**src/hw/stream_defs.svh**
```systemverilog
`ifndef STREAM_DEFS_SVH
`define STREAM_DEFS_SVH

// Register block range
`define REGS_BASEADDR     16'h0000
`define REGS_HIGHADDR     16'h001F
`define REG_CTRL_OFFS     16'h0000
`define REG_PATTERN_OFFS  16'h0010    // Four bytes, little-endian

// Buffer range
`define FIFO_BASEADDR     16'h0020
`define FIFO_HIGHADDR     16'h002F
`define FIFO_DATA_OFFS    16'h0000    // Read pops a byte, write clears
`define FIFO_COUNT_OFFS   16'h0001
`define FIFO_STATUS_OFFS  16'h0002    // Bit 0 empty, bit 1 full

`define FIFO_DEPTH        16
`define NUM_SOURCES       2

`endif
```
**src/hw/stream_pkg.sv**
```systemverilog
package stream_pkg;

    // ***********************************************************************
    // Host bus
    // ***********************************************************************

    typedef logic [15:0] bus_addr_t;
    typedef logic [7:0]  bus_byte_t;

    // ***********************************************************************
    // Stream payload and buffer
    // ***********************************************************************

    // Byte 0 sits in bits 7:0
    typedef logic [31:0] stream_word_t;

    // Holds 0 up to FIFO_DEPTH
    typedef logic [7:0]  fifo_count_t;

endpackage

```
**src/hw/stream_sources.sv**
```systemverilog
`timescale 1ns/1ps
`include "stream_defs.svh"

module stream_sources (
    input  logic                      BUS_CLK,
    input  logic                      BUS_RST,
    input  logic                      counter_en,
    input  logic                      pattern_en,
    input  stream_pkg::stream_word_t  pattern,
    input  logic [`NUM_SOURCES-1:0]   src_grant,
    output logic [`NUM_SOURCES-1:0]   src_req,
    output stream_pkg::stream_word_t  src_data [`NUM_SOURCES]
);
    import stream_pkg::*;

    localparam int SRC_COUNTER = 0;
    localparam int SRC_PATTERN = 1;

    bus_byte_t count;
    bus_byte_t count_byte [4];

    // Advances only on a grant, so a stalled word is never skipped
    always_ff @(posedge BUS_CLK) begin
        if (BUS_RST) begin
            count <= '0;
        end else if (src_grant[SRC_COUNTER]) begin
            count <= count + 8'd4;
        end
    end

    always_comb begin
        for (int i = 0; i < 4; i++) begin
            count_byte[i] = count + bus_byte_t'(i);    // Wraps mod 256
        end
    end

    assign src_data[SRC_COUNTER] = {count_byte[3], count_byte[2], count_byte[1], count_byte[0]};
    assign src_data[SRC_PATTERN] = pattern;

    assign src_req[SRC_COUNTER] = counter_en;
    assign src_req[SRC_PATTERN] = pattern_en;

endmodule

```
**config.mk**
```make
export PLATFORM = sky130hd
export DESIGN_NAME = stream_sources
export DESIGN_NICKNAME = d
export VERILOG_FILES = /design/src/hw/stream_pkg.sv /design/src/hw/stream_sources.sv
export VERILOG_INCLUDE_DIRS = /design/src /design/src/hw
export SDC_FILE = /design/constraint.sdc
export NUM_CORES = 1
export LEC_CHECK = 0
export BUFFER_PORTS_ARGS = -buffer_cell sky130_fd_sc_hd__buf_4
export CAP_MARGIN = 20
export CORE_ASPECT_RATIO = 0.9
export CORE_MARGIN = 2
export CORE_UTILIZATION = 26
export CTS_CLUSTER_SIZE = 25
export DETAILED_ROUTE_END_ITERATION = 12
export HOLD_SLACK_MARGIN = 0.12
export PLACE_DENSITY = 0.75
export SLEW_MARGIN = 20
export SYNTH_ARGS = -nofsm -noshare
export SYNTH_HDL_FRONTEND = slang
export SYNTH_SLANG_ARGS = --single-unit
```
**constraint.sdc**
```tcl
create_clock -name BUS_CLK -period 1.1 [get_ports BUS_CLK]
set_input_delay 0.33 -clock BUS_CLK [delete_from_list [all_inputs] [get_ports BUS_CLK]]
set_output_delay 0.33 -clock BUS_CLK [all_outputs]
set_load 0.03 [all_outputs]
```
* After elaboration in Yosys (flattened, before gate mapping)
Cells that the tools add are included.
Storage, ports and cells: output and inout bits 66, register bits after elaboration 8, logic and storage cells 5
Cells by class: add/subtract/negate cells 4
Operator list (count):
- $add A8 B2 Y8 const B | 2
- $add A8 B1 Y8 const B | 1
- $add A8 B3 Y8 const B | 1

* Longest topological paths before layout
depth in word-level cells 1, mapped depth 4, gate-level depth less buffers 4

* Least setup slack after synthesis
OpenSTA, ideal clock, no wires.
path kind register to register, from register count[2], to register count[7], buffers on the path 0, data arrival time 1.259 ns, setup slack -0.229 ns, stages on the path, launching flop included 4, required time 1.030 ns, cells stage by stage dfxtp_1 -> nand4_2 -> or3_1 -> a21oi_1
Between the ends: longest elaborated chain between the ends 1
RTL lines:
- start: declaration | RTL line stream_sources.sv:19 | bus_byte_t count;
- start signal: assignment | RTL line stream_sources.sv:27 | count <= count + 8'd4;
- $add A8 B3 Y8 | RTL line stream_sources.sv:27
Every way passes these cells. A chain may end at the register's enable or synchronous reset.

==> metrics <==
Area Growth Syn to Fin=-0.898%; CP cell instances=buf_6; DPL Wire Length=roughly 830 microns; final net count=~110; Setup crit start=count[3]; Die Span Y=53.1 microns; CTS tree=done; antenna-violating nets left=0; Async SR Flop Fraction=0%; Mean Syn Cell Area=8.10 sq um; yosys warns=0; Post-synth top cells=60 x buf_4, 6 x dfxtp_1, 5 x nor2_1, 3 x xor2_1; FF-to-FF Start=count[3]; RSZ-0062 raised after global routing=yes; post-route cell area=691 sq um; worst clock skew=between 0.007 and 0.008 ns; # setup viols final=12; largest area contributor in the netlist=buf_4; antenna diode count=0; vias in the first global route=363; placed insts=88; cell family contributing the most delay on the critical path=flip-flops; fin crit share=102%; Cell Area, Synth=roughly 700 sq um; first-pass GRT wire length=1650 microns; minimum clock period=1.12 ns; grt ovf=0; top-area cell type share of the netlist area=64.6%; Max IR drop VDD=498 uV; Top Registers=count x6; Cell variety after synth=14; crit end category=primary output; CTS clk-pin slew, worst paths=0.05 ns; initial antenna violation count=0; DR vias/cell=~4; Placement Cell Area=between 500 and 600 sq um; TritonCTS buffer count=3; worst-path fanout max=7; crit start category=flop; Die Wd=58.6 microns; total power=0.670 mW; die area=slightly above 0.003 sq mm; Fin. Hold Viols=0; status=complete, but fails checks; final slew viol count=0; total iterations of the first detailed-routing run=2; setup TNS=-0.178 ns; sequential area share after synthesis=17.2%; Lkg Pwr=between 0.3 and 0.4 nW; CTS H-tree depth=1; IO Pins=104; Synth area leaders=buf_4 65%, dfxtp_1 17%, xor2_1 3.8%; Post-synth top flop=dfxtp_1; Routed WL per cell=approximately 11 microns; flops & latches, synth=6; number of synthesized flops with an enable pin=0; # Max-Cap Violations=0; Overall Global Routing Usage=7.36%; Cell Count, Final, Fillers Out=97; Post-Route WL=1060 microns; violated checks=setup timing; Reg area=143 sq um; setup ws final=-0.0199 ns; proportion of layout cells with a drive suffix above 1=between 60% and 70%; gpl congestion=around 0.73; max reg flops=6; delay of the slowest critical-path stage=~0.40 ns; Core ar.=0.00249 sq mm; worst min-delay path category=primary input to flop; Setup Crit Path Kind=flop to primary output; Filler Cell Count=257; Reg with most FFs=count; achievable clock frequency=slightly below 900 MHz; worst path required time=between 0.7 and 0.8 ns; pre-CTS worst setup slack=0.0135 ns; worst hold slack=0.281 ns; clock sink count=6; Vias=388; largest net degree at the start of global routing=8; placement row count=17; most common cell in the netlist=buf_4; clk buf depth=2; Crit path arrival time=0.79 ns; Worst Hold Launch=BUS_RST; worst-skew pair later-pin latency=0.25 ns; Residual DRC=0; Initial Utilization=between 20 and 30%; Starting DRT DRC Count=2; Root Driver=clkbuf_4; IO Port Bufs=26; Multi-input gate area=149 sq um; Buffers & Inverters on Critical Path=1; post-layout util=27.8%; Pwr Density=969 mW/mm^2; slowest cell on the critical path=dfxtp_4; Cells after Synth=86
[per-layer routing]
| metal | vias up | track usage (%) | part of all wire [%] |
|---|---|---|---|
| met4 | 0 | 3.41 | 4.8 |
| met3 | 10 | 6.11 | 18 |
| met1 | 172 | 6.12 | 30 |
| met2 | 39 | 12.5 | 47 |
| li1 | 167 | - | - |
| met5 | - | 0 | 0 |
[area by class of cell]
type	instances	share of cell area, %
Timing Repair Buffer	33	48.9
Clock buffer	4	3.80
Tap cell	28	5.07
Sequential cell	6	20.7
Multi-Input combinational cell	26	21.6
[cells by family after synthesis]
group / count (synthesis) / share of synthesized area [%]
xor+xnor: 4 / 5.03
fa+ha+maj: 1 / 1.80
mux: 1 / 1.44
simple gates: 10 / 7.36
compound gates: 2 / 1.43
buf+inv: 60 / 64.6
other cells: 2 / 1.08
flops: 6 / 17.2
[timing repair]
action / 4_1_cts / 5_1_grt
pin swaps: 0 / 1
hold buffers: 0 / 0
resized for setup: 21 / 7
setup endpoints to repair: 24 / 24
buffers inserted: 4 / 1
[path summary, 6_finish.rpt]
path / slack [ns] / end / cells past startpoint
setup / recovery: -0.02 / src_data[59] / 1
hold / removal: 0.28 / count[2] / 2
setup reg to reg: 0.01 / count[7] / 3
hold reg to reg: 0.55 / count[7] / 2
[power by group]
group / internal, mW / total (mW) / leakage, nW / switching [mW]
sequential: 0.217 / 0.238 / 0.0533 / 0.0206
clock: 0.138 / 0.226 / 0.0150 / 0.0877
combinational: 0.0793 / 0.206 / 0.274 / 0.127
total: 0.435 / 0.670 / 0.342 / 0.235
[placed cells by master, fill, tap and decap left out, types with 2 or more instances in the layout]
cell	Yosys	routed
buf_4	60	9
buf_6	0	24
dfxtp_4	0	6
conb_1	2	8
clkbuf_4	0	3
nor2_1	5	5
nand2_1	2	2
xor2_1	3	3
Note: power is estimated with default switching activity, not from simulation.
