==> config.mk <==
export PLATFORM = sky130hd
export DESIGN_NAME = bus_regs
export DESIGN_NICKNAME = d
export VERILOG_FILES = /design/src/hw/stream_pkg.sv /design/src/hw/bus_regs.sv
export VERILOG_INCLUDE_DIRS = /design/src /design/src/hw
export SDC_FILE = /design/constraint.sdc
export NUM_CORES = 1
export LEC_CHECK = 0
export CAP_MARGIN = 25
export CORE_ASPECT_RATIO = 1.75
export CORE_MARGIN = 2
export CORE_UTILIZATION = 45
export CTS_BUF_LIST = sky130_fd_sc_hd__clkbuf_16
export DETAILED_ROUTE_END_ITERATION = 8
export DONT_BUFFER_PORTS = 1
export SYNTH_ARGS = -nofsm -noshare
export SYNTH_HDL_FRONTEND = slang
export SYNTH_SLANG_ARGS = --single-unit
==> constraint.sdc <==
create_clock -name BUS_CLK -period 2.3 [get_ports BUS_CLK]
set_input_delay 0.23 -clock BUS_CLK [delete_from_list [all_inputs] [get_ports BUS_CLK]]
set_output_delay 0.23 -clock BUS_CLK [all_outputs]
set_load 0.05 [all_outputs]
==> src/hw/stream_defs.svh <==
`ifndef STREAM_DEFS_SVH
`define STREAM_DEFS_SVH

// Register block range
`define REGS_BASEADDR     16'h0000
`define REGS_HIGHADDR     16'h001F
`define REG_CTRL_OFFS     16'h0000
`define REG_PATTERN_OFFS  16'h0010    // Four bytes, little-endian

// Buffer range
`define FIFO_BASEADDR     16'h0020
`define FIFO_HIGHADDR     16'h002F
`define FIFO_DATA_OFFS    16'h0000    // Read pops a byte, write clears
`define FIFO_COUNT_OFFS   16'h0001
`define FIFO_STATUS_OFFS  16'h0002    // Bit 0 empty, bit 1 full

`define FIFO_DEPTH        16
`define NUM_SOURCES       2

`endif
==> src/hw/stream_pkg.sv <==
package stream_pkg;

    // ***********************************************************************
    // Host bus
    // ***********************************************************************

    typedef logic [15:0] bus_addr_t;
    typedef logic [7:0]  bus_byte_t;

    // ***********************************************************************
    // Stream payload and buffer
    // ***********************************************************************

    // Byte 0 sits in bits 7:0
    typedef logic [31:0] stream_word_t;

    // Holds 0 up to FIFO_DEPTH
    typedef logic [7:0]  fifo_count_t;

endpackage

==> src/hw/bus_regs.sv <==
`timescale 1ns/1ps
`include "stream_defs.svh"

module bus_regs (
    input  logic                     BUS_CLK,
    input  logic                     BUS_RST,
    input  stream_pkg::bus_addr_t    bus_add,
    input  stream_pkg::bus_byte_t    bus_data,
    input  logic                     bus_rd,
    input  logic                     bus_wr,
    output stream_pkg::bus_byte_t    bus_rdata,
    output logic                     counter_en,
    output logic                     pattern_en,
    output stream_pkg::stream_word_t pattern
);
    import stream_pkg::*;

    bus_byte_t ctrl;           // Bits 7:2 reserved, kept as written
    bus_byte_t pat_byte [4];
    bus_byte_t rd_byte;
    bus_addr_t offs;
    logic      in_range;
    logic      is_ctrl;
    logic      is_pat;

    // Unsigned offset compare covers both ends of the range
    assign offs     = bus_add - `REGS_BASEADDR;
    assign in_range = offs <= (`REGS_HIGHADDR - `REGS_BASEADDR);
    assign is_ctrl  = in_range && (offs == `REG_CTRL_OFFS);
    assign is_pat   = in_range && (offs >= `REG_PATTERN_OFFS) &&
                      (offs < (`REG_PATTERN_OFFS + 16'd4));

    // ***********************************************************************
    // Register writes
    // ***********************************************************************

    always_ff @(posedge BUS_CLK) begin
        if (BUS_RST) begin
            ctrl     <= '0;
            pat_byte <= '{default: '0};
        end else if (bus_wr) begin
            if (is_ctrl) begin
                ctrl <= bus_data;
            end
            if (is_pat) begin
                pat_byte[offs[1:0]] <= bus_data;
            end
        end
    end

    assign counter_en = ctrl[0];
    assign pattern_en = ctrl[1];
    assign pattern    = {pat_byte[3], pat_byte[2], pat_byte[1], pat_byte[0]};

    // Readback, zero outside our range
    always_comb begin
        rd_byte = '0;
        if (is_ctrl) begin
            rd_byte = ctrl;
        end else if (is_pat) begin
            rd_byte = pat_byte[offs[1:0]];
        end
    end

    always_ff @(posedge BUS_CLK) begin
        if (BUS_RST) begin
            bus_rdata <= '0;
        end else if (bus_rd) begin
            bus_rdata <= rd_byte;    // Held until next read
        end
    end

endmodule

# Word level (Yosys, flattened, before mapping)
# Cells that the tools add are included.
[classes] n_bitwise=1 n_mul=0 add_sub_neg=0 n_lt_le_gt_ge=5 n_eq_ne=0 div=0 reduce_logical=7 shifts=0 mux=8
[ops] operator="two-way mux 8 bit" n=5
[ops] operator="bitwise mux 32 bit" n=1
[ops] operator="binary-select mux 8 bit (select 2 bit)" n=1
[ops] operator="demux 8 bit (select 2 bit)" n=1
[ops] operator=">= comparator 16 x 5 -> 1 bit, second input constant" n=1
[ops] operator="<= comparator 16 x 5 -> 1 bit, second input constant" n=1
[ops] operator="zero test 16 bit" n=1
[ops] operator="< comparator 16 x 5 -> 1 bit, second input constant" n=1
[ops] operator="logical AND 1 bit" n=4
[ops] operator="AND reduction 2 bit" n=2
[ops] operator=">= comparator 3 bit, second input constant" n=1
[ops] operator="< comparator 3 x 1 -> 1 bit, second input constant" n=1
[ops] operator="inverter 2 -> 3 bit" n=1
[word_totals] mem_bits_rw=0 ff_bits=48 romBits=0 elab_cells=27 latch_bits=0 memories=0 out_inout_bits=42

# Longest topological paths before layout
# Gate-level depths: netlist of run 1.
[depth] word_depth=6 mapped_depth=5 mapped_depth_nobuf=4

# Worst setup path after synthesis of run 1
# OpenSTA, ideal clock, no wires.
[synth_timing] kind="input-to-reg" start="input bus_add[12]" end="register pat_byte, in the netlist pattern[18]" required_ns=2.178 stages=5 setup_slack_ns=0.375 setup_ns=0.122 t_arrival_ns=1.802 path_cell_list="or4_1 > nor4_4 > nand4b_1 > buf_4 > mux2i_1"
[synth_between] elab_chain_len=4 word_cells_on_any_way=6
[synth_lines] element="start, declared" line="bus_regs.sv:7" rtl="input stream_pkg::bus_addr_t bus_add,"
[synth_lines] element="<= comparator 16 x 5 -> 1 bit / >= comparator 16 x 5 -> 1 bit (equally long branches)"
[synth_lines] element="logical AND 1 bit" line="bus_regs.sv:30" rtl="assign is_pat = in_range && (offs >= `REG_PATTERN_OFFS) &&"
[synth_lines] element="logical AND 1 bit *" line="bus_regs.sv:30"
[synth_lines] element="AND reduction 2 bit (no source line) *"
[synth_lines] element="end signal, assigned by index" line="bus_regs.sv:46" rtl="pat_byte[offs[1:0]] <= bus_data;"
[synth_lines] element="end, declared" line="bus_regs.sv:19" rtl="bus_byte_t pat_byte [4];"
# Every way passes the cells marked *; elsewhere a longest branch is shown, timed or not.
# A chain may end at the register's enable or synchronous reset.

# Worst setup path in the final report of run 1
[layout_timing] start="input bus_add[12]" end="register pat_byte, in the netlist pattern[29]"
# Same word-level chain as after synthesis.

==> results.sh, run 1 <==
export IMPL_outcome="complete, no violations"
export IMPL_io_pins=70
export IMPL_p_leak_nw=1.038
export IMPL_powerDensity_nw_per_um2=639.0
export IMPL_placed_cell_area_sq_um=2298
export IMPL_drive_above_1_share=0.1353
export IMPL_cp_arrival_ns=1.93
export IMPL_fin_tns_setup_ns=0
export IMPL_antenna_found_initial=0
export IMPL_ant_nets=0
export IMPL_synth_edf_count=0
export IMPL_hpwl_um=3720
export IMPL_async_flop_share=0
export IMPL_fill_cells=444
export IMPL_rsz0062_at_grt="no"
export IMPL_max_freq_mhz=566.1
export IMPL_vias=1492
export IMPL_timing_rr_end="bus_rdata[6]"
export IMPL_chipHeight_um=96.94
export IMPL_final_max_slew_viol_count=0
export IMPL_seqCellArea_sq_um=960.9
export IMPL_nets=235
export IMPL_multi_input_area_sq_um=1182
export IMPL_hp_class="input port to flip-flop"
export IMPL_crit_fanout=8
export IMPL_ys_flop_type="dfxtp_1"
export IMPL_cts_setup_buffers=0
export IMPL_crit_start="bus_add[12]"
export IMPL_die_area_sq_um=5535
export IMPL_drc=0
export IMPL_maxCapViolCount=0
export IMPL_reg2reg_from="pattern[22]"
export IMPL_track_usage=0.1893
export IMPL_synth_area_sq_um=2221
export IMPL_ys_warn_count=0
export IMPL_worstSetupEndpointType="flip-flop"
export IMPL_fp_row_count=33
export IMPL_finalWeightedCongestion=0.8176
export IMPL_grt_pass1_wl_um=8086
export IMPL_postCtsHoldBufs=0
export IMPL_synth_top_area_share=0.4327
export IMPL_grt_overflow=0
export IMPL_worst_r2r_setup_slack_ns=0.94
export IMPL_hold_viol=0
export IMPL_relSlewSlack=0.6180
export IMPL_clockBufferDepth=2
export IMPL_initial_core_util=0.4718
export IMPL_ys_types=27
export IMPL_hold_depth=2
export IMPL_syn_area_per_cell_sq_um=10.99
export IMPL_tightest_slew_ns=0.5723
export IMPL_die_w_um=57.11
export IMPL_clkSinkCount=48
export IMPL_grt_max_degree=52
export IMPL_path_class="input port to flip-flop"
export IMPL_first_global_vias=1607
export IMPL_io_buffers=0
export IMPL_setup_viol=0
export IMPL_firstDrtPassIters=4
export IMPL_area_growth_pct=9.521
export IMPL_period_share=0.7680
export IMPL_cts_resized=0
export IMPL_crit_end="pattern[29]"
export IMPL_cts_made_buffers=5
export IMPL_post_synth_inst_count=202
export IMPL_yosys_area_top_type="dfxtp_1"
export IMPL_syn_num_nets=230
export IMPL_insertion_delay_ns=0.28
export IMPL_seq_area_frac_synth=0.4327
export IMPL_cts_root_buffer="clkbuf_16"
export IMPL_htree_levels=2
export IMPL_ys_seq_elements=48
export IMPL_stdcell_area_sq_um=2432
export IMPL_vdd_drop_max_uv=451.1
export IMPL_critPathLaunchType="input port"
export IMPL_drtIter0Drc=34
export IMPL_clkTransAtPathRegs_ns=0.06
export IMPL_synth_common_cells="48 x dfxtp_1, 48 x nand2b_1, 40 x mux2i_1"
export IMPL_antenna_cells=0
export IMPL_vias_per_cell=5.761
export IMPL_r2r_cells=3
export IMPL_wl_per_cell_um=19.59
export IMPL_fin_skew_ns=0.001479
export IMPL_finalCriticalPeriod_ns=1.766
export IMPL_core_sq_um=4707
export IMPL_cts_tree="done"
export IMPL_wirelength_um=5075
export IMPL_synth_area_leaders="dfxtp_1 43%, mux2i_1 18%, nand2b_1 14%"
export IMPL_worstPathRequired_ns=2.46
[state kept, by name (all words and copies together), names as in the netlist]
name,count
pattern,32
ctrl,8
bus_rdata,8
[worst min-delay path by stage]
stage	slack, ns	endpoint	start
2_1_floorplan	0.45	ctrl[2]	ctrl[2]
3_3_place_gp	0.42	pattern[19]	BUS_RST
3_5_place_dp	0.43	pattern[19]	BUS_RST
4_1_cts	0.13	ctrl[4]	BUS_RST
5_1_grt	0.14	pattern[18]	BUS_RST
6_report	0.14	ctrl[6]	BUS_RST
[per-stage QoR]
| stage | setup WS, ns | utilization | hold WS, ns | std cells | power, W |
|---|---|---|---|---|---|
| final | 0.5335 | 0.5167 | 0.1390 | 259 | 0.001554 |
| after global routing | 0.4427 | 0.5167 | 0.1403 | 259 | 0.001602 |
| after CTS | 0.4935 | 0.5167 | 0.1313 | 259 | 0.001570 |
| after detailed placement | 0.2046 | 0.4883 | 0.4259 | 252 | 0.0008962 |
| after global placement | 0.2769 | 0.4883 | 0.4186 | 252 | 0.0008948 |
| after floorplan | 0.3755 | - | 0.4489 | 202 | 0.0009019 |
[kinds of logic after synthesis]
group / Yosys count / share of synthesized area
buffers and inverters: 18 / 0.03493
AO/OA/AOI/OAI: 9 / 0.02986
multiplexers: 48 / 0.2614
flip-flops: 48 / 0.4327
AND/OR/NAND/NOR: 79 / 0.2411
[power by group]
group          switching [W]  internal (W)  leakage [nW]  total [W]
Sequential      0.0000000194      0.000831         0.386   0.000831
Clock               0.000286      0.000391        0.0709   0.000677
Combinational      0.0000200     0.0000260         0.580  0.0000461
Total               0.000306       0.00125          1.04    0.00155
[cells in the final DEF, fill, tap and decap left out, drive strengths merged, types with 2 or more instances in the layout]
| cell | netlist | layout |
|---|---|---|
| dfxtp | 48 | 48 |
| buf | 5 | 8 |
| nand2 | 8 | 8 |
| inv | 8 | 9 |
| mux2i | 40 | 40 |
| or4 | 3 | 3 |
| mux4 | 8 | 8 |
| nand3b | 2 | 2 |
| o211ai | 7 | 7 |
| nand3 | 8 | 8 |
| nor4 | 2 | 2 |
| clkbuf | 5 | 5 |
| nand2b | 48 | 48 |
[per-layer routing]
metal / vias to the layer above / share of wire / track usage
met2: 63 / 0.53 / 0.3289
met3: 7 / 0.068 / 0.05348
met1: 710 / 0.38 / 0.2157
met5: - / 0 / 0
li1: 712 / - / -
met4: 0 / 0.018 / 0.06619
[area by class of cell]
type / instances / share of cell area
Clock inverter: 2 / 0.003601
Timing Repair Buffer: 8 / 0.02469
Sequential cell: 48 / 0.3951
Multi-Input combinational cell: 136 / 0.4861
Tap cell: 52 / 0.02675
Inverter: 8 / 0.01235
Clock buffer: 5 / 0.05144
[worst max-delay path, cell delays in order]
cell and delay [ns]:
or4_1 0.63, nor4_4 0.54, nand4_4 0.32, mux2i_1 0.20
No activity file was read; power rests on OpenSTA's default activity.
==> inputs of run 2 (changes only) <==
ABC_AREA = 1   (was default)
clock period = 1.75 ns   (was 2.3 ns; I/O delays follow)
==> results.sh, run 2 <==
export IMPL_crit_slowest_cell="nor2_4"
export IMPL_initial_core_util=0.4618
export IMPL_critPathLaunchType="input port"
export IMPL_setup_viol=0
export IMPL_cts_made_buffers=5
export IMPL_chipHeight_um=103.8
export IMPL_drive_above_1_share=0.1579
export IMPL_period_share=0.6651
export IMPL_final_max_slew_viol_count=0
export IMPL_cp_slowest_stage_delay_ns=0.27
export IMPL_path_common_cell="nor2_1"
export IMPL_most_common_layout_cells="95 x nand2_1, 85 x nor2_1, 48 x dfxtp_1, 41 x buf_4, 32 x nand4_1"
export IMPL_cts_setup_buffers=0
export IMPL_p_leak_nw=1.453
export IMPL_drc=0
export IMPL_worstSetupEndpointType="flip-flop"
export IMPL_fin_cells=494
export IMPL_hpwl_um=5625
export IMPL_cts_tree="done"
export IMPL_vias=2555
export IMPL_finalCriticalPeriod_ns=1.164
export IMPL_grt_overflow=0
export IMPL_relSlewSlack=0.6518
export IMPL_crit_family="simple AND/OR/NAND/NOR gates"
export IMPL_fill_cells=582
export IMPL_hold_depth=2
export IMPL_io_pins=70
export IMPL_outcome="complete, no violations"
export IMPL_vdd_drop_max_uv=577.2
export IMPL_area_growth_pct=19.17
export IMPL_r2r_cells=6
export IMPL_synth_common_cells="95 x nand2_1, 85 x nor2_1, 48 x dfxtp_1"
export IMPL_die_area_sq_um=6329
export IMPL_ys_seq_elements=48
export IMPL_largest_register_ffs=32
export IMPL_timing_rr_end="bus_rdata[7]"
export IMPL_wl_per_cell_um=14.93
export IMPL_io_buffers=0
export IMPL_power_total_w=0.002300
export IMPL_maxCapViolCount=0
export IMPL_tightest_slew_ns=0.5216
export IMPL_antenna_found_initial=0
export IMPL_hp_class="input port to flip-flop"
export IMPL_wirelength_um=7373
export IMPL_cts_root_buffer="clkbuf_16"
export IMPL_ys_types=21
export IMPL_final_util=0.5504
export IMPL_fp_row_count=36
export IMPL_clkTransAtPathRegs_ns=0.06
export IMPL_post_synth_inst_count=387
export IMPL_final_common_cell="nand2_1"
export IMPL_hold_start="bus_data[6]"
export IMPL_syn_area_per_cell_sq_um=6.612
export IMPL_cp_arrival_ns=1.40
export IMPL_synthMostInstantiatedCell="nand2_1"
export IMPL_seq_area_frac_synth=0.3756
export IMPL_hold_viol=0
export IMPL_ant_nets=0
export IMPL_worstPathRequired_ns=1.98
export IMPL_fin_tns_setup_ns=0
export IMPL_critPathBufInv=0
export IMPL_worst_slack_ns=0.5861
export IMPL_drtIter0Drc=106
export IMPL_core_sq_um=5540
export IMPL_rsz0062_at_grt="no"
export IMPL_first_global_vias=2475
export IMPL_die_w_um=61
export IMPL_htree_levels=2
export IMPL_async_flop_share=0
export IMPL_dp_slack_ns=0.2589
export IMPL_path_class="input port to flip-flop"
export IMPL_firstDrtPassIters=4
export IMPL_insertion_delay_ns=0.29
export IMPL_grt_pass1_wl_um=11730
export IMPL_clockBufferDepth=2
export IMPL_synth_edf_count=0
export IMPL_dp_cells=485
export IMPL_max_freq_mhz=859.2
export IMPL_finalWeightedCongestion=0.8686
export IMPL_vias_per_cell=5.172
export IMPL_track_usage=0.2525
export IMPL_holdPathEnd="ctrl[6]"
export IMPL_ys_warn_count=0
export IMPL_synth_area_sq_um=2559
export IMPL_crit_fanout=10
export IMPL_fin_skew_ns=0.004980
export IMPL_cts_resized=0
export IMPL_crit_chain="nor2_1, nand2_1, nor2_1, nand2_1, nor2_4, nand2_4, nor2_8, nor2_1, nor2_1"
export IMPL_syn_num_nets=415
export IMPL_worst_r2r_setup_slack_ns=0.72
export IMPL_nets=445
export IMPL_grt_max_degree=41
export IMPL_ys_flop_type="dfxtp_1"
export IMPL_postCtsHoldBufs=1
export IMPL_synth_area_leaders="dfxtp_1 38%, nand2_1 14%, nor2_1 12%"
export IMPL_synth_top_area_share=0.3756
export IMPL_antenna_cells=0
export IMPL_clkSinkCount=48
export IMPL_yosys_area_top_type="dfxtp_1"
export IMPL_powerDensity_nw_per_um2=754.3
export IMPL_reg2reg_from="pattern[7]"
run 2: cell count changes after synthesis, moves of 6 or more:
cell	before	now
nand2b_1	48	0
nor2_1	1	85
a21oi_1	0	16
inv_1	8	30
nand3_1	7	25
o211ai_1	7	0
nand4_1	0	32
nand2_1	8	95
o21ai_0	1	11
mux4_2	8	0
mux2i_1	40	0
o21ai_1	0	6
buf_1	1	7
run 2: worst max-delay path by stage:
stage / cells after the start / startpoint / endpoint / slack, ns
2_1_floorplan: 8 / bus_add[1] / ctrl[5] / 0.50
6_report: 9 / bus_add[7] / pattern[10] / 0.59
3_3_place_gp: 9 / bus_add[7] / pattern[14] / 0.30
5_1_grt: 9 / bus_add[7] / pattern[30] / 0.37
3_5_place_dp: 9 / bus_add[7] / pattern[10] / 0.26
4_1_cts: 9 / bus_add[7] / pattern[10] / 0.58
run 2: logic make-up after synthesis:
group,after synthesis,share of synthesized area
buffers and inverters,54,0.09144
AOI/OAI and AO/OA,33,0.06455
DFF,48,0.3755
and+or+nand+nor,252,0.4685
run 2: per-stage QoR:
step / cell area, sq um / hold WS [ns]
2_1_floorplan: 2559 / 0.3483
3_3_place_gp: 2875 / 0.2460
3_5_place_dp: 2875 / 0.2478
4_1_cts: 3049 / 0.06978
5_1_grt: 3049 / 0.06907
6_report: 3049 / 0.06932
run 2: layout make-up:
cell class	instances	area (sq um)	area share
multi-input cells	285	1364	0.4473
inverters	34	127.6	0.04185
repair buffers	43	337.8	0.1108
clock buffers	5	125.1	0.04103
well taps	76	95.09	0.03119
clock inverters	3	38.79	0.01272
flip-flops and latches	48	960.9	0.3151
run 2: report_power, final:
part | internal [W] | total (W) | switching [W]
Combinational | 0.0000334 | 0.000128 | 0.0000942
Sequential | 0.00109 | 0.00109 | 0.0000000298
Clock | 0.000666 | 0.00108 | 0.000414
Total | 0.00179 | 0.00230 | 0.000508
run 2: per-layer routing:
metal  vias up  wire, um  track usage
li1       1306         -            -
met1      1135      2626       0.2692
met2        84      3876       0.4117
met3        30       440      0.05743
met4         0       430       0.1817
met5         -         0            0
==> inputs of run 3 (changes only) <==
ABC_AREA = 0   (was 1)
clock period = 1 ns   (was 1.75 ns; I/O delays follow)
==> results.sh, run 3 (same netlist as run 1, synthesis figures left out) <==
export IMPL_crit_end="pattern[6]"
export IMPL_timing_rr_end="bus_rdata[2]"
export IMPL_drt_met1_wl_um=2244
export IMPL_relSlewSlack=0.7123
export IMPL_fin_tns_setup_ns=-15.84
export IMPL_crit_chain="or4_4, nor4_4, buf_6, nand3b_1, buf_6, mux2i_2"
export IMPL_final_max_slew_viol_count=0
export IMPL_reg2reg_from="pattern[26]"
export IMPL_grt_max_degree=45
export IMPL_grt_overflow=0
export IMPL_internal_power_w=0.003156
export IMPL_drive_above_1_share=0.3268
export IMPL_worstSetupEndpointType="flip-flop"
export IMPL_vias=1743
export IMPL_critPathBufInv=2
export IMPL_io_buffers=0
export IMPL_path_class="input port to flip-flop"
export IMPL_hp_class="input port to flip-flop"
export IMPL_fill_cells=396
export IMPL_nets=284
export IMPL_crit_fanout=5
export IMPL_p_leak_nw=1.353
export IMPL_chipHeight_um=96.94
export IMPL_die_w_um=57.11
export IMPL_track_usage=0.2176
export IMPL_rsz0062_at_grt="yes"
export IMPL_worst_slack_ns=-0.3881
export IMPL_clkSinkCount=48
export IMPL_fin_skew_ns=0.002855
export IMPL_tightest_slew_ns=0.4307
export IMPL_io_pins=70
export IMPL_top_layer_used="met4"
export IMPL_multi_input_area_sq_um=1225
export IMPL_antenna_cells=0
export IMPL_r2r_cells=3
export IMPL_holdWs_ns=-0.0006842
export IMPL_antenna_found_initial=0
export IMPL_finalCriticalPeriod_ns=1.388
export IMPL_insertion_delay_ns=0.29
export IMPL_clkTransAtPathRegs_ns=0.06
export IMPL_seqCellArea_sq_um=960.9
export IMPL_wirelength_um=5707
export IMPL_hold_depth=2
export IMPL_hpwl_um=4069
export IMPL_htree_levels=2
export IMPL_switching_power_w=0.0007666
export IMPL_worst_r2r_setup_slack_ns=-0.07
export IMPL_setup_viol=48
export IMPL_pwr_share_comb=0.036
export IMPL_most_common_layout_cells="48 x nand2b_1, 48 x dfxtp_1, 48 x buf_4, 39 x mux2i_1, 9 x inv_1"
export IMPL_critPathLaunchType="input port"
export IMPL_maxCapViolCount=0
export IMPL_cts_tree="done"
export IMPL_finalWeightedCongestion=0.7841
export IMPL_cts_root_buffer="clkbuf_16"
export IMPL_ant_nets=0
export IMPL_largest_register_ffs=32
export IMPL_wl_met2_um=3037
export IMPL_vdd_drop_max_uv=1192
export IMPL_die_area_sq_um=5535
export IMPL_seqPwrFrac=0.487
export IMPL_hold_viol=1
export IMPL_firstDrtPassIters=4
export IMPL_crit_family="simple AND/OR/NAND/NOR gates"
export IMPL_worstPathRequired_ns=1.17
export IMPL_switching_share=0.1954
export IMPL_cts_made_buffers=5
export IMPL_initial_core_util=0.4718
export IMPL_crit_slowest_cell="or4_4"
export IMPL_drc=0
export IMPL_crit_start="bus_add[13]"
export IMPL_wl_per_cell_um=18.47
export IMPL_first_global_vias=1847
export IMPL_outcome="complete, but fails checks"
export IMPL_violations="hold timing, setup timing"
export IMPL_period_share=1.388
export IMPL_vias_per_cell=5.641
export IMPL_grt_pass1_wl_um=9266
export IMPL_drtIter0Drc=30
export IMPL_fp_row_count=33
export IMPL_clockBufferDepth=2
export IMPL_cp_slowest_stage_delay_ns=0.54
export IMPL_core_sq_um=4707
export IMPL_dr_wl_met3_um=333
export IMPL_powerDensity_nw_per_um2=1347
export IMPL_path_common_cell="buf_6"
export IMPL_cp_depth=6
export IMPL_max_freq_mhz=720.4
export IMPL_power_total_w=0.003923
export IMPL_cp_arrival_ns=1.55
export IMPL_power_frac_clock=0.477
export IMPL_area_growth_pct=31.15
run 3: changes by cell type in the layout (fill, tap and decap cells not counted), moves of 8 or more:
cell | previous run | this run
nand2_1 | 95 | 7
mux2i_1 | 0 | 39
mux4_2 | 0 | 8
a21oi_1 | 16 | 0
nand4_1 | 32 | 0
o21ai_0 | 11 | 0
nor2_1 | 85 | 1
nand2b_1 | 0 | 48
nand3_1 | 25 | 6
inv_1 | 31 | 9
run 3: worst min path at each step:
stage                            from           to
final                         BUS_RST   pattern[8]
after global routing          BUS_RST  pattern[16]
after CTS                     BUS_RST   pattern[7]
after detailed placement      BUS_RST      ctrl[3]
after global placement        BUS_RST  pattern[22]
after floorplan           bus_data[0]  pattern[16]
run 3: layout make-up:
cell class	instances	area share
Clock buffer	5	0.04296
Timing Repair Buffer	57	0.1607
Clock inverter	3	0.01332
Multi-Input combinational cell	136	0.4205
Tap cell	52	0.02234
Inverter	8	0.01031
Sequential cell	48	0.3299
run 3: metrics by stage:
step | hold slack (ns) | instances | setup slack, ns | area [sq um] | utilization
global placement | 0.2901 | 298 | -0.6415 | 2664 | 0.5659
global route | 0.002752 | 309 | -0.4371 | 2913 | 0.6188
finish | -0.0006842 | 309 | -0.3881 | 2913 | 0.6188
floorplan | 0.3408 | 202 | -0.6906 | 2238 | -
detailed placement | 0.2915 | 298 | -0.6959 | 2664 | 0.5659
CTS | 0.000008826 | 308 | -0.3919 | 2890 | 0.6140
run 3: timing repair:
action,in CTS,in global routing
hold endpoints to repair,8,2
pin swaps,9,8
setup endpoints to repair,48,48
hold buffers,1,1
resized for setup,12,3
setup buffers,2,0
run 3: power groups by stage:
stage	clock [W]	combinational, W	sequential, W
floorplan	0	0.000122	0.00195
global placement	0	0.000119	0.00195
detailed placement	0	0.000122	0.00195
CTS	0.00190	0.000135	0.00191
global route	0.00198	0.000147	0.00191
finish	0.00187	0.000141	0.00191
run 3: routing by layer:
metal	vias to the layer above	track usage
met5	-	0
met4	0	0.06977
met3	8	0.05481
met2	65	0.3775
met1	857	0.2560
li1	813	-
