--- config.mk ---
export PLATFORM = sky130hd
export DESIGN_NAME = word_fifo
export DESIGN_NICKNAME = d
export VERILOG_FILES = /design/src/hw/stream_pkg.sv /design/src/hw/word_fifo.sv
export VERILOG_INCLUDE_DIRS = /design/src /design/src/hw
export SDC_FILE = /design/constraint.sdc
export NUM_CORES = 1
export LEC_CHECK = 0
export BUFFER_PORTS_ARGS = -buffer_cell sky130_fd_sc_hd__buf_4
export CAP_MARGIN = 10
export CORE_MARGIN = 5
export CORE_UTILIZATION = 35
export CTS_BUF_LIST = sky130_fd_sc_hd__clkbuf_8
export DETAILED_ROUTE_END_ITERATION = 16
export GPL_ROUTABILITY_DRIVEN = 0
export PLACE_DENSITY = 0.53
export SLEW_MARGIN = 5
export SYNTH_ARGS = -nofsm -noshare
export SYNTH_HDL_FRONTEND = slang
export SYNTH_SLANG_ARGS = --single-unit
--- constraint.sdc ---
create_clock -name BUS_CLK -period 4.61 [get_ports BUS_CLK]
set_clock_uncertainty 0.05 [all_clocks]
set_input_delay 0.922 -clock BUS_CLK [delete_from_list [all_inputs] [get_ports BUS_CLK]]
set_output_delay 0.922 -clock BUS_CLK [all_outputs]
set_load 0.1 [all_outputs]
--- src/hw/stream_defs.svh ---
`ifndef STREAM_DEFS_SVH
`define STREAM_DEFS_SVH

// Register block range
`define REGS_BASEADDR     16'h0000
`define REGS_HIGHADDR     16'h001F
`define REG_CTRL_OFFS     16'h0000
`define REG_PATTERN_OFFS  16'h0010    // Four bytes, little-endian

// Buffer range
`define FIFO_BASEADDR     16'h0020
`define FIFO_HIGHADDR     16'h002F
`define FIFO_DATA_OFFS    16'h0000    // Read pops a byte, write clears
`define FIFO_COUNT_OFFS   16'h0001
`define FIFO_STATUS_OFFS  16'h0002    // Bit 0 empty, bit 1 full

`define FIFO_DEPTH        16
`define NUM_SOURCES       2

`endif
--- src/hw/stream_pkg.sv ---
package stream_pkg;

    // ***********************************************************************
    // Host bus
    // ***********************************************************************

    typedef logic [15:0] bus_addr_t;
    typedef logic [7:0]  bus_byte_t;

    // ***********************************************************************
    // Stream payload and buffer
    // ***********************************************************************

    // Byte 0 sits in bits 7:0
    typedef logic [31:0] stream_word_t;

    // Holds 0 up to FIFO_DEPTH
    typedef logic [7:0]  fifo_count_t;

endpackage

--- src/hw/word_fifo.sv ---
`timescale 1ns/1ps
`include "stream_defs.svh"

module word_fifo (
    input  logic                     BUS_CLK,
    input  logic                     BUS_RST,
    input  stream_pkg::bus_addr_t    bus_add,
    input  logic                     bus_rd,
    input  logic                     bus_wr,
    output stream_pkg::bus_byte_t    bus_rdata,
    input  logic                     wr_en,
    input  stream_pkg::stream_word_t wr_data,
    output logic                     ready
);
    import stream_pkg::*;

    localparam int AW = $clog2(`FIFO_DEPTH);

    stream_word_t  mem [`FIFO_DEPTH];
    stream_word_t  head;
    logic [AW-1:0] wr_ptr;
    logic [AW-1:0] rd_ptr;
    logic [1:0]    lane;       // Next byte of the head word
    fifo_count_t   count;
    logic          full;
    logic          empty;
    bus_addr_t     offs;
    bus_byte_t     rd_byte;
    logic          in_range;
    logic          clear;
    logic          data_rd;
    logic          push;
    logic          pop;

    assign offs     = bus_add - `FIFO_BASEADDR;
    assign in_range = offs <= (`FIFO_HIGHADDR - `FIFO_BASEADDR);

    assign full  = (count == fifo_count_t'(`FIFO_DEPTH));
    assign empty = (count == '0);
    assign ready = !full;

    assign clear   = bus_wr && in_range && (offs == `FIFO_DATA_OFFS);
    assign data_rd = bus_rd && in_range && (offs == `FIFO_DATA_OFFS);
    assign push    = wr_en && !full;
    assign pop     = data_rd && !empty && (lane == 2'd3);    // Fourth byte frees the word

    // ***********************************************************************
    // Storage and pointers
    // ***********************************************************************

    always_ff @(posedge BUS_CLK) begin
        if (push) begin
            mem[wr_ptr] <= wr_data;
        end
    end

    // Clear wins over a push in the same cycle
    always_ff @(posedge BUS_CLK) begin
        if (BUS_RST || clear) begin
            wr_ptr <= '0;
            rd_ptr <= '0;
            lane   <= '0;
            count  <= '0;
        end else begin
            if (push) begin
                wr_ptr <= wr_ptr + 1'b1;
            end
            if (data_rd && !empty) begin
                lane <= lane + 2'd1;
            end
            if (pop) begin
                rd_ptr <= rd_ptr + 1'b1;
            end
            case ({push, pop})
                2'b10:   count <= count + 1'b1;
                2'b01:   count <= count - 1'b1;
                default: count <= count;
            endcase
        end
    end

    // ***********************************************************************
    // Bus readback
    // ***********************************************************************

    assign head = mem[rd_ptr];

    always_comb begin
        rd_byte = '0;
        if (in_range) begin
            case (offs)
                `FIFO_DATA_OFFS:   rd_byte = empty ? '0 : head[{lane, 3'b000} +: 8];
                `FIFO_COUNT_OFFS:  rd_byte = bus_byte_t'(count);
                `FIFO_STATUS_OFFS: rd_byte = {6'b0, full, empty};
                default:           rd_byte = '0;
            endcase
        end
    end

    always_ff @(posedge BUS_CLK) begin
        if (BUS_RST) begin
            bus_rdata <= '0;
        end else if (bus_rd) begin
            bus_rdata <= rd_byte;
        end
    end

    // Arbiter sees ready low and must hold off
    a_no_write_full: assert property (@(posedge BUS_CLK) disable iff (BUS_RST)
        full |-> !wr_en);

    a_count_ptrs: assert property (@(posedge BUS_CLK) disable iff (BUS_RST)
        count[AW-1:0] == AW'(wr_ptr - rd_ptr));

endmodule

Yosys cells after proc, flatten, opt, wreduce, memory -nomap -nowiden:

Memories as Yosys holds them, arrays and structs flattened. A register that Yosys moved wholly into a read port is not among the register bits.
Cells that the tools add are included.

* register bits after elaboration: 26
* latch bits: 0
* bits in writable memories: 512
* bits in read-only memories: 0
* input port bits: 53
* output and inout bits: 9
* word-level logic and storage cells: 41
* memories: 1

Memories
* mem: words 16, width 32, read ports 1, clocked after Yosys merged registers in 1, wr ports 1, line word_fifo.sv:19 `` stream_word_t mem [`FIFO_DEPTH]; ``

* add/subtract/negate cells: 6
* $mul: 0
* divide/modulo/power cells: 0
* order comparisons: 1
* equality and inequality tests: 6
* shifts and indexed selects: 1
* mux-type cells: 8
* bitwise gates (word level): 0
* reductions and logical operators: 13

Operators by type and width (count)
* 32-bit by 6-bit indexed part select with 8-bit output: 1
* 8-bit case mux with 3 select lines: 1
* 16-bit by 1-bit == test with 1-bit output, second input constant: 1
* 16-bit by 2-bit == test with 1-bit output, second input constant: 1
* 16-bit by 4-bit <= comparator with 1-bit output, second input constant: 1
* 16-bit logical NOT: 1
* 8-bit two-way mux: 2
* 8-bit case mux with 2 select lines: 1
* 16-bit by 6-bit subtractor with 16-bit output, second input constant: 1
* 4-bit by 1-bit adder with 4-bit output, second input constant: 2
* 8-bit by 1-bit adder with 8-bit output, second input constant: 1
* 8-bit by 5-bit == test with 1-bit output, second input constant: 1
* 8-bit logical NOT: 1
* 4-bit two-way mux: 2
* 8-bit by 1-bit subtractor with 8-bit output, second input constant: 1
* 1-bit logical AND: 7
* 2-bit == test, second input constant: 2
* 2-bit by 1-bit adder with 2-bit output, second input constant: 1
* 2-bit by 1-bit == test with 1-bit output, second input constant: 1
* 1-bit logical NOT: 2
* 1-bit two-way mux: 2
* 2-bit nonzero test: 1
* 1-bit logical OR: 1

Depth between registers and ports, before layout:

Gate-level depths: netlist of the first run.

* word-level depth: 8
* gate-level depth with buffers: 15
* depth with buffers taken out: 13

Least setup slack after synthesis of the first run:

OpenSTA, ideal clock, no wires.

* path kind: input-to-reg
* start point: input wr_en
* end point: memory mem[3][0] (netlist name) (enable)
* library setup time: 0.461 ns
* data arrival time: 3.800 ns
* data required time: 4.099 ns
* path slack: 0.299 ns
* stages: 4
* cells stage by stage: inv_1 > a41oi_2 > nand2_1 > nor3_1

* cells in the longest elaborated chain, start to end: 3

RTL lines
* start, declared: line word_fifo.sv:11 `input logic wr_en,`
* 1-bit logical AND: line word_fifo.sv:44 `assign push = wr_en && !full;`
* 1-bit two-way mux: line word_fifo.sv:52 `if (push) begin`
* 1-bit two-way mux (not written as such): line word_fifo.sv:53 `mem[wr_ptr] <= wr_data;`
* end, declared: line word_fifo.sv:19

No other way between the ends.

Worst setup path in the final report of the first run:

* start point: input bus_add[5]
* end point: register count[7]

* cells in the longest elaborated chain, start to end: 8

RTL lines
* start, declared: line word_fifo.sv:7 `input stream_pkg::bus_addr_t bus_add,`
* 16-bit by 6-bit subtractor with 16-bit output (no line) *
* 16-bit by 4-bit <= comparator with 1-bit output: line word_fifo.sv:36 `` assign in_range = offs <= (`FIFO_HIGHADDR - `FIFO_BASEADDR); ``
* 1-bit logical AND: line word_fifo.sv:43 `` assign data_rd = bus_rd && in_range && (offs == `FIFO_DATA_OFFS); ``
* 1-bit logical AND *: line word_fifo.sv:43
* 1-bit logical AND * (2 in series): line word_fifo.sv:45 `assign pop = data_rd && !empty && (lane == 2'd3);`
* via pop: line word_fifo.sv:33 `logic pop;`
* 2-bit by 1-bit == test with 1-bit output / 2-bit == test (equally long branches): line word_fifo.sv:74 `case ({push, pop})`
* 8-bit case mux with 2 select lines / 2-bit nonzero test (equally long branches)
* end signal, assigned: line word_fifo.sv:75 `2'b10: count <= count + 1'b1;`
* end signal, assigned: line word_fifo.sv:76 `2'b01: count <= count - 1'b1;`
* end signal, assigned: line word_fifo.sv:77 `default: count <= count;`
* end, declared: line word_fifo.sv:24 `fifo_count_t count;`

The timed path passes the listed nets; every way through them passes the cells marked *.
A chain may end at the register's enable or synchronous reset.

==> results of run 1 <==
==> worst paths after layout <==
kind                                  from            to  cells past startpoint
worst max register to register    count[4]      count[7]                     12
worst max-delay path            bus_add[5]      count[7]                     15
worst min register to register   rd_ptr[1]      register                      2
worst min-delay path               BUS_RST  bus_rdata[6]                      2
==> worst register-to-register path, stage by stage (launching register included) <==
cell	delay, ns
sky130_fd_sc_hd__dfxtp_1	0.45
sky130_fd_sc_hd__nor4_1	0.55
sky130_fd_sc_hd__a211o_1	0.31
sky130_fd_sc_hd__a211oi_1	0.10
sky130_fd_sc_hd__ha_1	0.25
sky130_fd_sc_hd__buf_4	0.17
sky130_fd_sc_hd__inv_1	0.31
sky130_fd_sc_hd__nand3_1	0.11
sky130_fd_sc_hd__a2111oi_0	0.38
sky130_fd_sc_hd__a311o_1	0.19
sky130_fd_sc_hd__and2_1	0.13
sky130_fd_sc_hd__o21ai_0	0.08
sky130_fd_sc_hd__nor3b_1	0.14
==> cell usage after synthesis (3+ instances only) <==
cell type	n
sky130_fd_sc_hd__a211o_1	3
sky130_fd_sc_hd__a211oi_1	3
sky130_fd_sc_hd__a21boi_0	5
sky130_fd_sc_hd__a21oi_1	19
sky130_fd_sc_hd__a221oi_1	5
sky130_fd_sc_hd__a22o_1	3
sky130_fd_sc_hd__a31oi_1	5
sky130_fd_sc_hd__and2_1	6
sky130_fd_sc_hd__buf_1	5
sky130_fd_sc_hd__buf_2	18
sky130_fd_sc_hd__clkbuf_1	33
sky130_fd_sc_hd__dfxtp_1	30
sky130_fd_sc_hd__edfxtp_1	512
sky130_fd_sc_hd__ha_1	9
sky130_fd_sc_hd__inv_1	14
sky130_fd_sc_hd__mux2i_1	13
sky130_fd_sc_hd__mux4_2	158
sky130_fd_sc_hd__nand2_1	31
sky130_fd_sc_hd__nand2b_1	3
sky130_fd_sc_hd__nand3_1	4
sky130_fd_sc_hd__nand3b_1	8
sky130_fd_sc_hd__nand4_1	7
sky130_fd_sc_hd__nor2_1	42
sky130_fd_sc_hd__nor2b_1	7
sky130_fd_sc_hd__nor3_1	8
sky130_fd_sc_hd__nor3b_1	4
sky130_fd_sc_hd__nor4_1	3
sky130_fd_sc_hd__o21a_1	5
sky130_fd_sc_hd__o21ai_0	17
sky130_fd_sc_hd__xnor2_1	7
sky130_fd_sc_hd__xor2_1	6
==> where the power goes <==
group / switching (mW) / internal (mW) / total [mW] / leakage (nW)
Sequential: 0.0189 / 5.44 / 5.46 / 4.87
Clock: 1.92 / 2.08 / 4.00 / 0.990
Combinational: 0.181 / 0.101 / 0.282 / 1.86
Total: 2.12 / 7.63 / 9.75 / 7.72
==> final cells by class <==
| cell class | count | area (um2) |
|---|---|---|
| repair buffers | 102 | 866 |
| diodes | 2 | 5.00 |
| well taps | 782 | 978 |
| inverters | 15 | 56.3 |
| multi-input cells | 410 | 5290 |
| flip-flops and latches | 542 | 16000 |
| clock inverters | 76 | 444 |
| clock buffers | 91 | 1250 |
| fillers | 5322 | 35600 |
==> state kept, by name (all words and copies together) (netlist names), named ones only <==
signal / count
wr_ptr: 4
lane: 2
rd_ptr: 4
mem: 512
count: 8
bus_rdata: 8
==> per-layer routing <==
metal	part of all wire	track usage	up-vias
met4	0.015	0.0395	2
li1	-	-	4568
met1	0.44	0.206	5582
met3	0.057	0.0374	55
met2	0.49	0.247	268
met5	0.00026	0	-
==> cells by family (layout without fill, tap and decap cells) <==
group,count (synthesis),in the layout,share of synthesized area
and+or+nand+nor,133,133,0.0310
DFF,542,542,0.745
xor gates and xnor gates,13,13,0.00531
AOI/OAI and AO/OA,82,82,0.0267
buffers and inverters,71,284,0.0135
other,0,2,0
adders and majority gates,9,9,0.00525
muxes,173,173,0.173
==> flow_summary.html, run 1 <==
<table>
<tr><th>Metric</th><th>Value</th></tr>
<tr><th colspan="2">Status</th></tr>
<tr><td>Result of the run</td><td>finished, final reports clean</td></tr>
<tr><th colspan="2">Yosys</th></tr>
<tr><td>EDFF count, synth</td><td>between 500 and 600</td></tr>
<tr><td>Post-Synthesis Cell Area</td><td>around 21000 um2</td></tr>
<tr><td>Count of unique library cells instantiated by Yosys</td><td>53</td></tr>
<tr><td>Yosys warning total</td><td>0</td></tr>
<tr><td>Post-synth top flop</td><td>sky130_fd_sc_hd__edfxtp_1</td></tr>
<tr><td>Number of register bits inferred by synthesis</td><td>roughly 540</td></tr>
<tr><td>Post-synthesis cell count</td><td>slightly above 1000</td></tr>
<tr><td>Biggest area contributors in the synthesized netlist</td><td>sky130_fd_sc_hd__edfxtp_1, sky130_fd_sc_hd__mux4_2, sky130_fd_sc_hd__dfxtp_1</td></tr>
<tr><td>Proportion of netlist area held by the largest area contributor</td><td>0.717</td></tr>
<tr><td>Cell type with the largest total area after synthesis</td><td>sky130_fd_sc_hd__edfxtp_1</td></tr>
<tr><td>Post-synth ARST share</td><td>0</td></tr>
<tr><td>Mapped Nets</td><td>about 1100</td></tr>
<tr><td>Sequential element share of the synthesized area</td><td>0.745</td></tr>
<tr><td>Mean post-synth cell area</td><td>approximately 21 um2</td></tr>
<tr><th colspan="2">Clocking</th></tr>
<tr><td>Insertion delay to the later sink of the worst-skew pair</td><td>between 0.6 and 0.7 ns</td></tr>
<tr><td>Buffer type at the clock tree root</td><td>sky130_fd_sc_hd__clkbuf_8</td></tr>
<tr><td>Number of buffers on the longest clock path</td><td>3</td></tr>
<tr><td>Hold buffer count at CTS</td><td>0</td></tr>
<tr><td>Buffers inserted during post-CTS setup optimization</td><td>0</td></tr>
<tr><td>Reg clk slew, reported paths</td><td>~0.060 ns</td></tr>
<tr><td>Number of resized instances in the post-cts repair step</td><td>0</td></tr>
<tr><td>H-tree levels</td><td>3</td></tr>
<tr><td>CTS buffer count</td><td>roughly 90</td></tr>
<tr><td>Total clock sinks</td><td>542</td></tr>
<tr><td>CTS tree</td><td>built</td></tr>
<tr><th colspan="2">Global route</th></tr>
<tr><td>Global route overflow</td><td>0</td></tr>
<tr><td>Tot GR Track Use</td><td>0.151</td></tr>
<tr><td>Number of antenna violations at the first check in global routing</td><td>3</td></tr>
<tr><td>Vias in the first global route</td><td>11300</td></tr>
<tr><td>First-pass GRT wire length</td><td>75000 um</td></tr>
<tr><td>Pin count of the biggest net entering global routing</td><td>approximately 40</td></tr>
<tr><th colspan="2">Critical path</th></tr>
<tr><td>Kind of launch point of the worst setup path</td><td>input port</td></tr>
<tr><td>Critical Path Max Stage Delay</td><td>around 0.38 ns</td></tr>
<tr><td>Type of destination of the critical path</td><td>register</td></tr>
<tr><td>Crit path buffers/inverters</td><td>4</td></tr>
<tr><td>Cell chain of the critical path</td><td>buf_4 -&gt; inv_1 -&gt; ha_1 -&gt; or2_2 -&gt; a211o_1 -&gt; a211oi_1 -&gt; ha_1 -&gt; buf_4 -&gt; inv_1 -&gt; nand3_1 -&gt; a2111oi_0 -&gt; a311o_1 -&gt; and2_1 -&gt; o21ai_0 -&gt; nor3b_1</td></tr>
<tr><td>Critical path start-end classification</td><td>input port to register</td></tr>
<tr><td>Worst endpoint required time</td><td>around 5 ns</td></tr>
<tr><td>Largest fanout on the critical path</td><td>13</td></tr>
<tr><td>Top cell family by delay on the critical path</td><td>compound AO/OA/AOI/OAI gates</td></tr>
<tr><td>Worst reg2reg setup slack</td><td>approximately 1.3 ns</td></tr>
<tr><td>Arr. time, crit path</td><td>between 3 and 4 ns</td></tr>
<tr><td>Slowest library cell on the worst path</td><td>sky130_fd_sc_hd__a211o_1</td></tr>
<tr><th colspan="2">Routing</th></tr>
<tr><td>Count of antenna-violating nets left after detailed routing</td><td>0</td></tr>
<tr><td>DRT Wirelength</td><td>between 50000 and 60000 um</td></tr>
<tr><td>Total number of vias</td><td>roughly 10000</td></tr>
<tr><td>Count of unresolved DRC violations after routing</td><td>0</td></tr>
<tr><td>DR pass1 iterations</td><td>4</td></tr>
<tr><td>Routed wire per std cell</td><td>approximately 25 um</td></tr>
<tr><td>Average via count per standard cell</td><td>~5.2</td></tr>
<tr><td>1st-iter DRT viols</td><td>~760</td></tr>
<tr><th colspan="2">STA</th></tr>
<tr><td>Min cycle time layout</td><td>around 3.4 ns</td></tr>
<tr><td>Count of pins over their slew limit</td><td>0</td></tr>
<tr><td>Worst Hold Margin</td><td>roughly 0.45 ns</td></tr>
<tr><td>Worst slew margin relative to its limit</td><td>0.347</td></tr>
<tr><td>Setup repair after global routing missed its margin</td><td>false</td></tr>
<tr><td>Period Utilization, post-route</td><td>0.740</td></tr>
<tr><td>Post-route setup slack</td><td>approximately 1.2 ns</td></tr>
<tr><td>Count of endpoints failing setup in the final report</td><td>0</td></tr>
<tr><td>TNS Setup</td><td>0 ns</td></tr>
<tr><td>Worst-Margin Slew</td><td>between 0.9 and 1 ns</td></tr>
<tr><td>Final hold violation count</td><td>0</td></tr>
<tr><td>Highest attainable clock frequency</td><td>~290 MHz</td></tr>
<tr><th colspan="2">Placement</th></tr>
<tr><td>HPWL Detailed</td><td>28000 um</td></tr>
<tr><td>Area after detailed placement</td><td>around 23000 um2</td></tr>
<tr><td>Cell count after placement</td><td>approximately 1900</td></tr>
<tr><td>Worst setup slack before clock tree synthesis</td><td>about 0.55 ns</td></tr>
<tr><td>Port bufs</td><td>61</td></tr>
<tr><th colspan="2">Layout</th></tr>
<tr><td>Post-layout util</td><td>0.411</td></tr>
<tr><td>Non-Filler Instances</td><td>about 2000</td></tr>
<tr><td>Fraction of final layout cells sized beyond drive strength 1</td><td>0.324</td></tr>
<tr><td>Total non-filler cell area in the finished layout</td><td>~25000 um2</td></tr>
<tr><td>Most frequent cells in the layout</td><td>sky130_fd_sc_hd__edfxtp_1, sky130_fd_sc_hd__mux4_2, sky130_fd_sc_hd__buf_4, sky130_fd_sc_hd__clkbuf_8, sky130_fd_sc_hd__inv_1</td></tr>
<tr><td># nets final</td><td>about 1200</td></tr>
<tr><td>Relative area change from synthesis to final layout</td><td>16.0%</td></tr>
<tr><td>Most frequent standard cell in the layout excluding fill and tap cells</td><td>sky130_fd_sc_hd__edfxtp_1</td></tr>
<tr><th colspan="2">Die</th></tr>
<tr><td>Die height</td><td>about 260 um</td></tr>
<tr><td>Initial core utilization</td><td>0.355</td></tr>
<tr><td>Top-level port count</td><td>62</td></tr>
<tr><td>Width of the die</td><td>between 200 and 300 um</td></tr>
<tr><td>Std-Cell Core Area</td><td>about 60000 um2</td></tr>
<tr><td>Die area</td><td>66300 um2</td></tr>
<tr><td>Num rows</td><td>90</td></tr>
<tr><th colspan="2">Run</th></tr>
<tr><td>Number of max-capacitance violations reported</td><td>0</td></tr>
<tr><th colspan="2">Power and ir drop</th></tr>
<tr><td>Total power after layout</td><td>9.75 mW</td></tr>
<tr><td>Cell leakage power</td><td>approximately 7.7 nW</td></tr>
<tr><td>Maximum resistive drop on vdd</td><td>183 uV</td></tr>
<tr><td>Power density over cell area</td><td>roughly 390 nW/um2</td></tr>
<tr><th colspan="2">Worst hold path</th></tr>
<tr><td>Classification of the worst-slack hold path</td><td>input port to register</td></tr>
</table>
Power figures use the tool's default switching activity.
==> run 2: changes to the inputs <==
==> constraint.sdc (replaced) <==
create_clock -name BUS_CLK -period 3.15 [get_ports BUS_CLK]
set_clock_uncertainty 0.05 [all_clocks]
set_input_delay 0.63 -clock BUS_CLK [delete_from_list [all_inputs] [get_ports BUS_CLK]]
set_output_delay 0.63 -clock BUS_CLK [all_outputs]
set_load 0.1 [all_outputs]
==> run 2 against run 1 <==
- critical path depth down 8
- sequential power up 46%
- wire length up 2.3%
- critical path type is now register to register
- critical endpoint is now bus_rdata[1]
- largest power group unchanged
==> flow_summary.html, run 2 (same netlist as run 1, synthesis figures left out) <==
<table>
<tr><th>Metric</th><th>Value</th></tr>
<tr><th colspan="2">Critical path</th></tr>
<tr><td>Critical path start-end classification</td><td>register to register</td></tr>
<tr><td>Largest fanout on the critical path</td><td>17</td></tr>
<tr><td>Slowest library cell on the worst path</td><td>sky130_fd_sc_hd__mux4_2</td></tr>
<tr><td>Critical Path Max Stage Delay</td><td>roughly 0.56 ns</td></tr>
<tr><td>RR Endpoint</td><td>bus_rdata[1]</td></tr>
<tr><td>Kind of launch point of the worst setup path</td><td>register</td></tr>
<tr><td>Cell chain of the critical path</td><td>buf_4 -&gt; mux4_2 -&gt; mux4_2 -&gt; mux2_2 -&gt; a22o_1 -&gt; a21oi_1 -&gt; nor2_1</td></tr>
<tr><td>Worst endpoint required time</td><td>roughly 3.7 ns</td></tr>
<tr><td>Arr. time, crit path</td><td>between 3 and 4 ns</td></tr>
<tr><td>Most Frequent Cell on Critical Path</td><td>sky130_fd_sc_hd__mux4_2</td></tr>
<tr><td>Type of destination of the critical path</td><td>register</td></tr>
<tr><td>Depth of the most critical reg-to-reg path</td><td>7</td></tr>
<tr><td>Worst reg2reg setup slack</td><td>between 0.3 and 0.4 ns</td></tr>
<tr><th colspan="2">Die</th></tr>
<tr><td>Std-Cell Core Area</td><td>around 60000 um2</td></tr>
<tr><td>Die height</td><td>about 260 um</td></tr>
<tr><td>Width of the die</td><td>257 um</td></tr>
<tr><td>Num rows</td><td>90</td></tr>
<tr><td>Die area</td><td>66300 um2</td></tr>
<tr><td>Initial core utilization</td><td>0.355</td></tr>
<tr><td>Top-level port count</td><td>62</td></tr>
<tr><th colspan="2">Clocking</th></tr>
<tr><td>Buffers inserted during post-CTS setup optimization</td><td>0</td></tr>
<tr><td>Number of buffers on the longest clock path</td><td>3</td></tr>
<tr><td>Number of resized instances in the post-cts repair step</td><td>0</td></tr>
<tr><td>Hold buffer count at CTS</td><td>0</td></tr>
<tr><td>CTS tree</td><td>built</td></tr>
<tr><td>Total clock sinks</td><td>approximately 540</td></tr>
<tr><td>H-tree levels</td><td>3</td></tr>
<tr><td>Reg clk slew, reported paths</td><td>0.06 ns</td></tr>
<tr><td>Insertion delay to the later sink of the worst-skew pair</td><td>roughly 0.7 ns</td></tr>
<tr><td>CTS buffer count</td><td>91</td></tr>
<tr><td>Buffer type at the clock tree root</td><td>sky130_fd_sc_hd__clkbuf_8</td></tr>
<tr><th colspan="2">Layout</th></tr>
<tr><td>Biggest regs</td><td>mem: 512 flops, bus_rdata: 8 flops, count: 8 flops</td></tr>
<tr><td>Most frequent cells in the layout</td><td>sky130_fd_sc_hd__edfxtp_1, sky130_fd_sc_hd__mux4_2, sky130_fd_sc_hd__buf_4, sky130_fd_sc_hd__clkbuf_8, sky130_fd_sc_hd__inv_1</td></tr>
<tr><td>Relative area change from synthesis to final layout</td><td>18.5%</td></tr>
<tr><td>Fillcell total</td><td>between 5000 and 6000</td></tr>
<tr><td>Diode insertion count for antenna repair</td><td>0</td></tr>
<tr><td>Non-Filler Instances</td><td>slightly above 2000</td></tr>
<tr><td>Number of flip-flops under the largest register name</td><td>512</td></tr>
<tr><td>Area of all sequential standard cells</td><td>16000 um2</td></tr>
<tr><td>Fraction of final layout cells sized beyond drive strength 1</td><td>0.351</td></tr>
<tr><td>Multi-input combinational cell area</td><td>around 5400 um2</td></tr>
<tr><td>Most frequent standard cell in the layout excluding fill and tap cells</td><td>sky130_fd_sc_hd__edfxtp_1</td></tr>
<tr><td>Total non-filler cell area in the finished layout</td><td>25400 um2</td></tr>
<tr><td># nets final</td><td>about 1300</td></tr>
<tr><td>Register with the highest flop count</td><td>mem</td></tr>
<tr><th colspan="2">STA</th></tr>
<tr><td>Worst Hold Margin</td><td>0.174 ns</td></tr>
<tr><td>TNS Setup</td><td>0 ns</td></tr>
<tr><td>Min cycle time layout</td><td>between 2 and 3 ns</td></tr>
<tr><td>Count of pins over their slew limit</td><td>0</td></tr>
<tr><td>Setup repair after global routing missed its margin</td><td>false</td></tr>
<tr><td>Count of endpoints failing setup in the final report</td><td>0</td></tr>
<tr><td>Final hold violation count</td><td>0</td></tr>
<tr><td>Period Utilization, post-route</td><td>0.896</td></tr>
<tr><td>Highest attainable clock frequency</td><td>354 MHz</td></tr>
<tr><td>Worst-Margin Slew</td><td>between 0.7 and 0.8 ns</td></tr>
<tr><td>Worst slew margin relative to its limit</td><td>0.471</td></tr>
<tr><th colspan="2">Global route</th></tr>
<tr><td>Global route overflow</td><td>0</td></tr>
<tr><td>Pin count of the biggest net entering global routing</td><td>46</td></tr>
<tr><td>First-pass GRT wire length</td><td>75300 um</td></tr>
<tr><td>Number of antenna violations at the first check in global routing</td><td>0</td></tr>
<tr><td>Vias in the first global route</td><td>11300</td></tr>
<tr><td>Tot GR Track Use</td><td>0.154</td></tr>
<tr><th colspan="2">Status</th></tr>
<tr><td>Result of the run</td><td>finished, final reports clean</td></tr>
<tr><th colspan="2">Routing</th></tr>
<tr><td>Average via count per standard cell</td><td>5.21</td></tr>
<tr><td>DRT Wirelength</td><td>a little over 50000 um</td></tr>
<tr><td>1st-iter DRT viols</td><td>around 870</td></tr>
<tr><td>DR pass1 iterations</td><td>5</td></tr>
<tr><td>Count of antenna-violating nets left after detailed routing</td><td>0</td></tr>
<tr><td>Routed wire per std cell</td><td>between 20 and 25 um</td></tr>
<tr><td>Total number of vias</td><td>approximately 11000</td></tr>
<tr><td>Count of unresolved DRC violations after routing</td><td>0</td></tr>
<tr><th colspan="2">Placement</th></tr>
<tr><td>HPWL Detailed</td><td>just under 30000 um</td></tr>
<tr><td>Cell count after placement</td><td>about 1900</td></tr>
<tr><td>Area after detailed placement</td><td>roughly 24000 um2</td></tr>
<tr><td>Port bufs</td><td>61</td></tr>
<tr><th colspan="2">Power and ir drop</th></tr>
<tr><td>Maximum resistive drop on vdd</td><td>350 uV</td></tr>
<tr><td>Power density over cell area</td><td>about 550 nW/um2</td></tr>
<tr><td>Cell leakage power</td><td>around 7.9 nW</td></tr>
<tr><th colspan="2">Worst hold path</th></tr>
<tr><td>Classification of the worst-slack hold path</td><td>input port to register</td></tr>
<tr><td>Worst hold start</td><td>wr_data[20]</td></tr>
<tr><td>Depth of the worst hold-timing path</td><td>1</td></tr>
<tr><td>End point of the worst hold path</td><td>mem[9][20]</td></tr>
<tr><th colspan="2">Run</th></tr>
<tr><td>Number of max-capacitance violations reported</td><td>0</td></tr>
</table>
-- run 2: cell count changes in the layout (fill, tap and decap cells not counted), moves of 2 or more --
cell                        delta
sky130_fd_sc_hd__ha_1          -3
sky130_fd_sc_hd__nor3_4        +4
sky130_fd_sc_hd__diode_2       -2
sky130_fd_sc_hd__clkinv_1      -3
sky130_fd_sc_hd__buf_4        +27
sky130_fd_sc_hd__nor3_2        -4
sky130_fd_sc_hd__buf_12       +16
sky130_fd_sc_hd__clkinv_2      -6
sky130_fd_sc_hd__bufinv_16     -4
sky130_fd_sc_hd__clkbuf_8      +3
sky130_fd_sc_hd__inv_12        +3
sky130_fd_sc_hd__ha_2          +2
-- run 2: worst max-delay path by stage --
stage and endpoint:
6_report bus_rdata[1], 3_3_place_gp count[4], 3_5_place_dp count[4], 5_1_grt count[7]
4_1_cts bus_rdata[1], 2_1_floorplan count[4]
-- run 2: worst max-delay path: cells and delay by family (launching register included) --
kind,cells,cell delay (ns)
mux,3,1.38
buf+inv,1,0.37
compound gates,2,0.39
flops,1,0.45
simple gates,1,0.05
-- run 2: where the power goes --
group          leakage (nW)  internal (mW)  switching, mW
Combinational          2.10          0.180          0.289
Clock                 0.953           2.80           2.79
Sequential             4.87           7.97         0.0202
-- run 2: cell type report --
class,count,area share
well taps,782,0.0385
flip-flops and latches,542,0.629
repair buffers,145,0.0547
multi-input cells,410,0.211
clock inverters,65,0.0129
inverters,15,0.00291
clock buffers,94,0.0509
-- run 2: per-stage QoR --
| step | power [mW] | setup slack, ns | util |
|---|---|---|---|
| after floorplan | 8.32 | -0.224 | - |
| after detailed placement | 8.61 | -0.284 | 0.393 |
| after global placement | 8.60 | -0.290 | 0.393 |
| after global routing | 14.6 | 0.164 | 0.420 |
| after CTS | 14.2 | 0.269 | 0.420 |
| final | 14.0 | 0.328 | 0.420 |
-- run 2: routing by layer --
layer / part of all wire / wire length (um) / vias up / track usage
li1: - / - / 4656 / -
met1: 0.45 / 22800 / 5662 / 0.215
met2: 0.48 / 24600 / 302 / 0.248
met3: 0.055 / 2830 / 77 / 0.0342
met4: 0.018 / 934 / 0 / 0.0395
met5: 0 / 0 / - / 0
